`config.mk`:
```
export PLATFORM = sky130hd
export DESIGN_NAME = axil_spi
export DESIGN_NICKNAME = d
export VERILOG_FILES = /design/src/hw/spi_pkg.sv /design/src/hw/axil_spi.sv /design/src/hw/spi_fifo.sv /design/src/hw/spi_master.sv /design/src/hw/spi_reg_file.sv
export VERILOG_INCLUDE_DIRS = /design/src /design/src/hw
export SDC_FILE = /design/constraint.sdc
export NUM_CORES = 1
export LEC_CHECK = 0
export ABC_AREA = 1
export BUFFER_PORTS_ARGS = -buffer_cell sky130_fd_sc_hd__buf_2
export CAP_MARGIN = 20
export CORE_MARGIN = 5
export CORE_UTILIZATION = 55
export DETAILED_ROUTE_END_ITERATION = 10
export GPL_TIMING_DRIVEN = 0
export PLACE_DENSITY = 0.76
export SYNTH_ARGS = -nofsm -noshare
export SYNTH_HDL_FRONTEND = slang
export SYNTH_HIERARCHICAL = 1
export SYNTH_SLANG_ARGS = --single-unit
```
`constraint.sdc`:
```
create_clock -name clk_i -period 2.6 [get_ports clk_i]
set_input_delay 0.39 -clock clk_i [delete_from_list [all_inputs] [get_ports clk_i]]
set_output_delay 0.39 -clock clk_i [all_outputs]
set_load 0.03 [all_outputs]
```
`src/hw/spi_consts.svh`:
```
// SPI controller widths, FIFO depth, slave count, register map and register bit positions
`ifndef SPI_CONSTS_SVH
`define SPI_CONSTS_SVH

`define SPI_DATA_WIDTH 8
`define SPI_FIFO_DEPTH 16      // power of two
`define SPI_SLAVE_NUM 2
`define SPI_DIV_WIDTH 8
`define SPI_WAIT_WIDTH 8

`define AXIL_ADDR_WIDTH 8
`define AXIL_DATA_WIDTH 32

`define SPI_REG_CONTROL 8'h00
`define SPI_REG_STATUS 8'h04
`define SPI_REG_DIVIDER 8'h08
`define SPI_REG_WAIT 8'h0C
`define SPI_REG_SELECT 8'h10
`define SPI_REG_TX 8'h14
`define SPI_REG_RX 8'h18
`define SPI_REG_PARAM 8'h1C
`define SPI_REG_NUM 8

`define SPI_CTRL_ENABLE 0      // CONTROL bits
`define SPI_CTRL_CPOL 1
`define SPI_CTRL_CPHA 2
`define SPI_TX_LAST 8          // last flag in a TX write
`define SPI_RX_VALID 8         // valid flag in an RX read

`endif

```
`src/hw/spi_pkg.sv`:
```
// types for the SPI controller: vector typedefs, AXI-lite, stream, config, status, port, FSM states
`default_nettype none
`include "spi_consts.svh"

package spi_pkg;

    typedef logic [`SPI_DATA_WIDTH-1:0]        spi_data_t;
    typedef logic [`SPI_DIV_WIDTH-1:0]         spi_div_t;  // half period minus one
    typedef logic [`SPI_WAIT_WIDTH-1:0]        spi_wait_t;
    typedef logic [$clog2(`SPI_SLAVE_NUM)-1:0] spi_sel_t;
    typedef logic [`AXIL_ADDR_WIDTH-1:0]       axil_addr_t;
    typedef logic [`AXIL_DATA_WIDTH-1:0]       axil_data_t;

    typedef struct packed {
        spi_data_t tdata;
        logic      tlast;
        logic      tvalid;
    } spi_stream_t;

    typedef struct packed {
        axil_addr_t awaddr;
        logic       awvalid;
        axil_data_t wdata;
        logic       wvalid;
        logic       bready;
        axil_addr_t araddr;
        logic       arvalid;
        logic       rready;
    } axil_req_t;

    typedef struct packed {
        logic       awready;
        logic       wready;
        logic       bvalid;
        logic [1:0] bresp;
        logic       arready;
        logic       rvalid;
        axil_data_t rdata;
        logic [1:0] rresp;
    } axil_rsp_t;

    // writable register bank
    typedef struct packed {
        logic      enable;
        logic      cpol;
        logic      cpha;
        spi_div_t  divider;
        spi_wait_t wait_time;
        spi_sel_t  select;
    } spi_cfg_t;

    typedef struct packed {
        logic rx_empty;
        logic tx_empty;
        logic rx_full;
        logic tx_full;
    } spi_status_t;

    typedef struct packed {
        logic                      sck;
        logic                      mosi;
        logic [`SPI_SLAVE_NUM-1:0] cs_n;
    } spi_port_t;

    typedef enum logic [2:0] {
        IDLE,
        SETUP,   // cs_n low, waiting for the first edge
        SHIFT,
        HOLD,    // between bytes of one frame
        WAIT
    } spi_state_e;

endpackage

`default_nettype wire

```
`src/hw/axil_spi.sv`:
```
// SPI controller top: register file, TX and RX FIFOs, SPI master and status flags
`timescale 1ns/1ps
`default_nettype none

module axil_spi (
    input  wire logic               clk_i,
    input  wire logic               reset_i,
    input  wire spi_pkg::axil_req_t s_axil_req_i,
    output spi_pkg::axil_rsp_t      s_axil_rsp_o,
    input  wire logic               miso_i,
    output spi_pkg::spi_port_t      spi_o
);
    import spi_pkg::*;

    spi_cfg_t    cfg;
    spi_status_t status;
    spi_stream_t tx_in;        // reg file to tx fifo
    logic        tx_in_ready;
    spi_stream_t tx_out;       // tx fifo to master
    logic        tx_out_ready;
    spi_stream_t rx_in;        // master to rx fifo
    logic        rx_in_ready;
    spi_stream_t rx_out;       // rx fifo to reg file
    logic        rx_out_ready;
    logic        block_reset;

    assign block_reset = reset_i || !cfg.enable;  // enable 0 is a soft reset

    always_comb begin
        status.rx_empty = !rx_out.tvalid;
        status.tx_empty = !tx_out.tvalid;
        status.rx_full  = !rx_in_ready;
        status.tx_full  = !tx_in_ready;
    end

    spi_reg_file i_reg_file (
        .clk_i     (clk_i),
        .reset_i   (reset_i),
        .axil_req_i(s_axil_req_i),
        .axil_rsp_o(s_axil_rsp_o),
        .status_i  (status),
        .rx_i      (rx_out),
        .rx_ready_o(rx_out_ready),
        .tx_o      (tx_in),
        .tx_ready_i(tx_in_ready),
        .cfg_o     (cfg)
    );

    spi_fifo i_tx_fifo (
        .clk_i    (clk_i),
        .reset_i  (block_reset),
        .s_i      (tx_in),
        .s_ready_o(tx_in_ready),
        .m_o      (tx_out),
        .m_ready_i(tx_out_ready)
    );

    spi_master i_master (
        .clk_i    (clk_i),
        .reset_i  (block_reset),
        .cfg_i    (cfg),
        .s_i      (tx_out),
        .s_ready_o(tx_out_ready),
        .m_o      (rx_in),
        .m_ready_i(rx_in_ready),
        .miso_i   (miso_i),
        .spi_o    (spi_o)
    );

    spi_fifo i_rx_fifo (
        .clk_i    (clk_i),
        .reset_i  (block_reset),
        .s_i      (rx_in),
        .s_ready_o(rx_in_ready),
        .m_o      (rx_out),
        .m_ready_i(rx_out_ready)
    );

    // TX writes to a full fifo are dropped in the reg file, never offered
    assert property (@(posedge clk_i) disable iff (block_reset)
        tx_in.tvalid |-> tx_in_ready);

endmodule

`default_nettype wire

```
`src/hw/spi_fifo.sv`:
```
// synchronous first-word-fall-through FIFO for stream data and tlast
`timescale 1ns/1ps
`default_nettype none
`include "spi_consts.svh"

module spi_fifo #(
    parameter int DEPTH = `SPI_FIFO_DEPTH  // power of two
) (
    input  wire logic                 clk_i,
    input  wire logic                 reset_i,
    input  wire spi_pkg::spi_stream_t s_i,
    output logic                      s_ready_o,
    output spi_pkg::spi_stream_t      m_o,
    input  wire logic                 m_ready_i
);
    import spi_pkg::*;

    localparam int PTR_W = $clog2(DEPTH);

    spi_data_t        mem_data [DEPTH];
    logic             mem_last [DEPTH];
    logic [PTR_W-1:0] wr_ptr;
    logic [PTR_W-1:0] rd_ptr;
    logic [PTR_W:0]   count;
    logic             push;
    logic             pop;

    assign s_ready_o = (count != (PTR_W+1)'(DEPTH));
    assign push      = s_i.tvalid && s_ready_o;
    assign pop       = m_o.tvalid && m_ready_i;

    always_comb begin
        m_o.tdata  = mem_data[rd_ptr];
        m_o.tlast  = mem_last[rd_ptr];
        m_o.tvalid = (count != '0);
    end

    always_ff @(posedge clk_i) begin
        if (push) begin
            mem_data[wr_ptr] <= s_i.tdata;
            mem_last[wr_ptr] <= s_i.tlast;
        end
    end

    always_ff @(posedge clk_i) begin
        if (reset_i) begin
            wr_ptr <= '0;
            rd_ptr <= '0;
            count  <= '0;
        end else begin
            if (push) begin
                wr_ptr <= wr_ptr + 1'b1;  // wraps at DEPTH
            end
            if (pop) begin
                rd_ptr <= rd_ptr + 1'b1;
            end
            case ({push, pop})
                2'b10: count <= count + 1'b1;
                2'b01: count <= count - 1'b1;
                default: ;
            endcase
        end
    end

    assert property (@(posedge clk_i) disable iff (reset_i)
        count <= (PTR_W+1)'(DEPTH));

endmodule

`default_nettype wire

```
`src/hw/spi_master.sv`:
```
// SPI shift engine with CPOL/CPHA, SCK divider, chip-select framing and inter-frame wait
`timescale 1ns/1ps
`default_nettype none
`include "spi_consts.svh"

module spi_master (
    input  wire logic                 clk_i,
    input  wire logic                 reset_i,
    input  wire spi_pkg::spi_cfg_t    cfg_i,
    input  wire spi_pkg::spi_stream_t s_i,
    output logic                      s_ready_o,
    output spi_pkg::spi_stream_t      m_o,
    input  wire logic                 m_ready_i,
    input  wire logic                 miso_i,
    output spi_pkg::spi_port_t        spi_o
);
    import spi_pkg::*;

    localparam int BIT_W = $clog2(`SPI_DATA_WIDTH);

    spi_state_e       state;
    spi_div_t         half_cnt;
    spi_wait_t        wait_cnt;
    logic [BIT_W-1:0] bit_cnt;
    logic             phase_q;     // 1 between leading and trailing edge
    spi_sel_t         sel_q;
    logic             last_q;
    logic             rx_valid_q;
    spi_data_t        tx_shift;
    spi_data_t        rx_shift;
    logic             half_done;
    logic             last_bit;
    logic             lead_edge;
    logic             trail_edge;
    logic             do_sample;
    logic             do_shift;
    logic             load;
    logic             cs_active;

    assign half_done  = (half_cnt == cfg_i.divider);
    assign last_bit   = (bit_cnt == BIT_W'(`SPI_DATA_WIDTH - 1));
    assign lead_edge  = half_done && !phase_q && (state == SETUP || state == SHIFT);
    assign trail_edge = half_done && phase_q && (state == SHIFT);

    // cpha 0 samples on leading edges, cpha 1 on trailing
    assign do_sample = cfg_i.cpha ? trail_edge : lead_edge;
    assign do_shift  = cfg_i.cpha ? (lead_edge && bit_cnt != '0) : (trail_edge && !last_bit);

    assign s_ready_o = (state == IDLE || state == HOLD) && m_ready_i && !rx_valid_q;
    assign load      = s_i.tvalid && s_ready_o;
    assign cs_active = (state == SETUP || state == SHIFT || state == HOLD);

    always_ff @(posedge clk_i) begin
        if (reset_i) begin
            state      <= IDLE;
            half_cnt   <= '0;
            wait_cnt   <= '0;
            bit_cnt    <= '0;
            phase_q    <= 1'b0;
            sel_q      <= '0;
            last_q     <= 1'b0;
            rx_valid_q <= 1'b0;
        end else begin
            if (rx_valid_q && m_ready_i) begin
                rx_valid_q <= 1'b0;
            end
            if ((state == SETUP || state == SHIFT) && !half_done) begin
                half_cnt <= half_cnt + 1'b1;
            end else begin
                half_cnt <= '0;
            end
            case (state)
                IDLE: begin
                    if (load) begin
                        sel_q  <= cfg_i.select;  // held for the frame
                        last_q <= s_i.tlast;
                        state  <= SETUP;
                    end
                end
                HOLD: begin
                    if (load) begin
                        last_q <= s_i.tlast;
                        state  <= SETUP;
                    end
                end
                SETUP: begin
                    if (lead_edge) begin
                        phase_q <= 1'b1;
                        state   <= SHIFT;
                    end
                end
                SHIFT: begin
                    if (lead_edge) begin
                        phase_q <= 1'b1;
                    end
                    if (trail_edge) begin
                        phase_q <= 1'b0;
                        bit_cnt <= bit_cnt + 1'b1;
                        if (last_bit) begin
                            rx_valid_q <= 1'b1;
                            wait_cnt   <= '0;
                            state      <= last_q ? WAIT : HOLD;
                        end
                    end
                end
                WAIT: begin
                    if (wait_cnt == cfg_i.wait_time) begin
                        state <= IDLE;
                    end else begin
                        wait_cnt <= wait_cnt + 1'b1;
                    end
                end
                default: state <= IDLE;
            endcase
        end
    end

    // MSB first
    always_ff @(posedge clk_i) begin
        if (load) begin
            tx_shift <= s_i.tdata;
        end else if (do_shift) begin
            tx_shift <= {tx_shift[`SPI_DATA_WIDTH-2:0], 1'b0};
        end
        if (do_sample) begin
            rx_shift <= {rx_shift[`SPI_DATA_WIDTH-2:0], miso_i};
        end
    end

    always_comb begin
        m_o.tdata  = rx_shift;
        m_o.tlast  = last_q;
        m_o.tvalid = rx_valid_q;
    end

    always_comb begin
        spi_o.sck  = cfg_i.cpol ^ phase_q;
        spi_o.mosi = tx_shift[`SPI_DATA_WIDTH-1];
        for (int i = 0; i < `SPI_SLAVE_NUM; i++) begin
            spi_o.cs_n[i] = !(cs_active && (sel_q == spi_sel_t'(i)));
        end
    end

    assert property (@(posedge clk_i) disable iff (reset_i)
        $countones(~spi_o.cs_n) <= 1);
    // no clock activity outside a frame
    assert property (@(posedge clk_i) disable iff (reset_i)
        &spi_o.cs_n |-> spi_o.sck == cfg_i.cpol);

endmodule

`default_nettype wire

```
`src/hw/spi_reg_file.sv`:
```
// AXI-lite slave with the SPI config registers, read mux, TX push and RX pop
`timescale 1ns/1ps
`default_nettype none
`include "spi_consts.svh"

module spi_reg_file (
    input  wire logic                 clk_i,
    input  wire logic                 reset_i,
    input  wire spi_pkg::axil_req_t   axil_req_i,
    output spi_pkg::axil_rsp_t        axil_rsp_o,
    input  wire spi_pkg::spi_status_t status_i,
    input  wire spi_pkg::spi_stream_t rx_i,
    output logic                      rx_ready_o,
    output spi_pkg::spi_stream_t      tx_o,
    input  wire logic                 tx_ready_i,
    output spi_pkg::spi_cfg_t         cfg_o
);
    import spi_pkg::*;

    logic       wr_en;
    logic       rd_en;
    logic       bvalid_q;
    logic       rvalid_q;
    axil_data_t rdata_q;
    axil_data_t rd_word;
    spi_cfg_t   cfg_q;

    assign wr_en = axil_req_i.awvalid && axil_req_i.wvalid && !bvalid_q;
    assign rd_en = axil_req_i.arvalid && !rvalid_q;

    always_ff @(posedge clk_i) begin
        if (reset_i) begin
            bvalid_q <= 1'b0;
            cfg_q    <= '{divider: spi_div_t'(1), default: '0};
        end else begin
            if (wr_en) begin
                bvalid_q <= 1'b1;
            end else if (axil_req_i.bready) begin
                bvalid_q <= 1'b0;
            end
            if (wr_en) begin
                case (axil_req_i.awaddr)
                    `SPI_REG_CONTROL: begin
                        cfg_q.enable <= axil_req_i.wdata[`SPI_CTRL_ENABLE];
                        cfg_q.cpol   <= axil_req_i.wdata[`SPI_CTRL_CPOL];
                        cfg_q.cpha   <= axil_req_i.wdata[`SPI_CTRL_CPHA];
                    end
                    `SPI_REG_DIVIDER: cfg_q.divider <= spi_div_t'(axil_req_i.wdata);
                    `SPI_REG_WAIT: cfg_q.wait_time <= spi_wait_t'(axil_req_i.wdata);
                    `SPI_REG_SELECT: cfg_q.select <= spi_sel_t'(axil_req_i.wdata);
                    default: ;
                endcase
            end
        end
    end

    // PARAM is {reg count[31:24], fifo depth[23:8], data width[7:0]}
    always_comb begin
        rd_word = '0;
        case (axil_req_i.araddr)
            `SPI_REG_CONTROL: begin
                rd_word[`SPI_CTRL_ENABLE] = cfg_q.enable;
                rd_word[`SPI_CTRL_CPOL]   = cfg_q.cpol;
                rd_word[`SPI_CTRL_CPHA]   = cfg_q.cpha;
            end
            `SPI_REG_STATUS: rd_word[$bits(spi_status_t)-1:0] = status_i;
            `SPI_REG_DIVIDER: rd_word[`SPI_DIV_WIDTH-1:0] = cfg_q.divider;
            `SPI_REG_WAIT: rd_word[`SPI_WAIT_WIDTH-1:0] = cfg_q.wait_time;
            `SPI_REG_SELECT: rd_word[$bits(spi_sel_t)-1:0] = cfg_q.select;
            `SPI_REG_RX: begin
                if (rx_i.tvalid) begin                  // empty fifo reads as 0
                    rd_word[`SPI_DATA_WIDTH-1:0] = rx_i.tdata;
                    rd_word[`SPI_RX_VALID]       = 1'b1;
                end
            end
            `SPI_REG_PARAM: begin
                rd_word = {8'(`SPI_REG_NUM), 16'(`SPI_FIFO_DEPTH), 8'(`SPI_DATA_WIDTH)};
            end
            default: ;
        endcase
    end

    always_ff @(posedge clk_i) begin
        if (reset_i) begin
            rvalid_q <= 1'b0;
        end else if (rd_en) begin
            rvalid_q <= 1'b1;
        end else if (axil_req_i.rready) begin
            rvalid_q <= 1'b0;
        end
    end

    always_ff @(posedge clk_i) begin
        if (rd_en) begin
            rdata_q <= rd_word;
        end
    end

    assign rx_ready_o = rd_en && (axil_req_i.araddr == `SPI_REG_RX);

    always_comb begin
        tx_o.tdata  = spi_data_t'(axil_req_i.wdata);
        tx_o.tlast  = axil_req_i.wdata[`SPI_TX_LAST];
        tx_o.tvalid = wr_en && (axil_req_i.awaddr == `SPI_REG_TX) && tx_ready_i; // dropped when full
    end

    always_comb begin
        axil_rsp_o.awready = wr_en;
        axil_rsp_o.wready  = wr_en;
        axil_rsp_o.bvalid  = bvalid_q;
        axil_rsp_o.bresp   = 2'b00;
        axil_rsp_o.arready = rd_en;
        axil_rsp_o.rvalid  = rvalid_q;
        axil_rsp_o.rdata   = rdata_q;
        axil_rsp_o.rresp   = 2'b00;
    end

    assign cfg_o = cfg_q;

    // responses hold until the manager takes them
    assert property (@(posedge clk_i) disable iff (reset_i)
        bvalid_q && !axil_req_i.bready |=> bvalid_q);
    assert property (@(posedge clk_i) disable iff (reset_i)
        rvalid_q && !axil_req_i.rready |=> rvalid_q && $stable(rdata_q));

endmodule

`default_nettype wire

```
==> reports/metrics.cfg <==
[clock_tree]
cts_made_buffers=40
clock-root-buffer=clkbuf_16
h-tree-depth=2
clkLatencyLatePin_ns=0.55
clkSinkCount=380
cts_tree=yes
clockBufferDepth=3
clk_pin_slew_ns=0.06

[global_route]
grt_pass1_wl_um=63500
grt_overflow=0
grt_start_max_net_pins=18
track_usage_pct=22.9
grt_pass1_vias=11478
antenna_found_initial=0

[setup_path]
crit_path_start_kind=flip-flop
r2r_slack_ns=0.19
end_kind=flip-flop
arrival_ns=2.61
critPathKind=flip-flop to flip-flop
startpoint=i_tx_fifo/count[0]
r2r_start=i_tx_fifo/count[0]
critPathRequiredTime_ns=2.80
path_max_fanout=9

[final_layout]
syn_to_final_growth_pct=13.3
seqCellArea_um2=10600
fin_area_um2=19500
layout-drive-gt1-share_pct=16.1
multi_input_area_um2=5400
final_nets=1787
n_antenna_cell=0
fillers=2439

[floorplan]
core-area_um2=30700
rows=64
initial_utilization_pct=55.9
floorplan.die.width_um=187
chipHeight_um=187
io_pins=101
die_area_um2=34900

[power_and_ir_drop]
power_density_nw_per_um2=630
fin_total_pwr_mw=12.3
p_leak_nw=7.22
irDropWorstVdd_mv=0.636

[drt]
drtAntennaViolNets=0
dr.pass1.iters=6
vias_per_cell=5.57
route.vias.total=11898
wl_um=41200
drt_first_iter_violations=1128
wire_per_inst_um=19.3
drc=0

[timing]
rsz0062_at_grt=no
finalClockSkew_ns=0.0269
tightest_slew_ns=0.853
finalMaxSlewViolations=0
min_period_ns=2.41
clock.fmax_mhz=415
finalSetupViolations=0
holdWs_ns=0.0786
relSlewSlack_pct=42.9
period_share_pct=92.7
finalHoldViolations=0

[synthesis]
avgSynthCellArea_um2=10.8
synth_cells=1589
yosys_warnings=6
netlist_area_um2=17200

[status]
outcome=complete, no violations

[hold_path]
hold_path_class=input port to flip-flop
holdCritStartpoint=reset_i

[place]
io_buffers=51
dp_hpwl_um=28600
gp_congestion=0.917
dpl_cell_area_um2=18000

[job]
maxCapViolations=0

layout by cell type, fill, tap and decap left out, drive strengths merged, types with 14 or more instances in the layout:
master and count:
nor3b 14, inv 195, nand2 213, ha 21, edfxtp 298, mux2i 68
nor2 135, clkbuf 75, clkinv 24, buf 136, dfxtp 82, o211ai 70
xor2 14, nor3 15, a21oi 114, nand3 112, o21ai 89, conb 25
per-layer routing:
layer / track usage [%] / part of all wire (%)
met5: 0 / 0
met4: 6.43 / 2.9
met3: 3.31 / 6.6
met2: 39.5 / 49
met1: 30.7 / 42
metrics by stage:
stage          std cells  util, %  TNS, ns  setup slack, ns
2_1_floorplan       1613        -        0           0.0985
3_3_place_gp        2060     58.6   -50.33           -0.466
3_5_place_dp        2061     58.6   -53.43           -0.620
4_1_cts             2135     63.0    -2.70           -0.101
5_1_grt             2137     63.3        0           0.0142
6_report            2137     63.3        0            0.190
timing repair:
item,CTS,global route
pin swaps,0,1
endpoints found under the setup margin,151,69
resized for setup,21,17
hold buffers,1,0
hold endpoints to repair,1,0
setup buffers,0,2
area by class of cell:
type	instances	share of cell area [%]
Timing Repair Buffer	55	1.48
Tap cell	396	2.55
Clock inverter	22	1.02
Clock buffer	51	5.56
Inverter	200	3.90
Buffer	106	3.35
Multi-Input combinational cell	927	27.7
Sequential cell	380	54.4
report_power, final:
part	internal (mW)	switching, mW
Combinational	0.0900	0.211
Clock	3.09	2.36
Sequential	6.51	0.00464
path summary, 6_finish.rpt:
kind,endpoint,depth (start not counted)
worst max-delay path,i_tx_fifo/mem_data[5][6],8
worst max register to register,i_tx_fifo/mem_data[5][6],8
worst min register to register,i_master/half_cnt[0],1
worst min-delay path,i_reg_file/bvalid_q,2
flip-flops by register name, indices dropped and copies added (netlist names), 8 cells and up, named ones only:
signal	flops
i_master/wait_cnt	8
i_master/tx_shift	8
i_tx_fifo/mem_data	128
i_master/rx_shift	8
i_rx_fifo/mem_data	128
i_reg_file/rdata_q	10
i_master/half_cnt	8
i_reg_file/cfg_o	20
i_tx_fifo/mem_last	16
worst max-delay path, stage by stage (launching register included):
cell and delay [ns]:
dfxtp_1 0.43, nor2_2 0.09, nand3_2 0.14, nand3_1 0.14, nor3_4 0.25, nand2_4 0.14, inv_1 0.16, nand2_1 0.31
nor2_4 0.39
No activity file was read; power rests on OpenSTA's default activity.
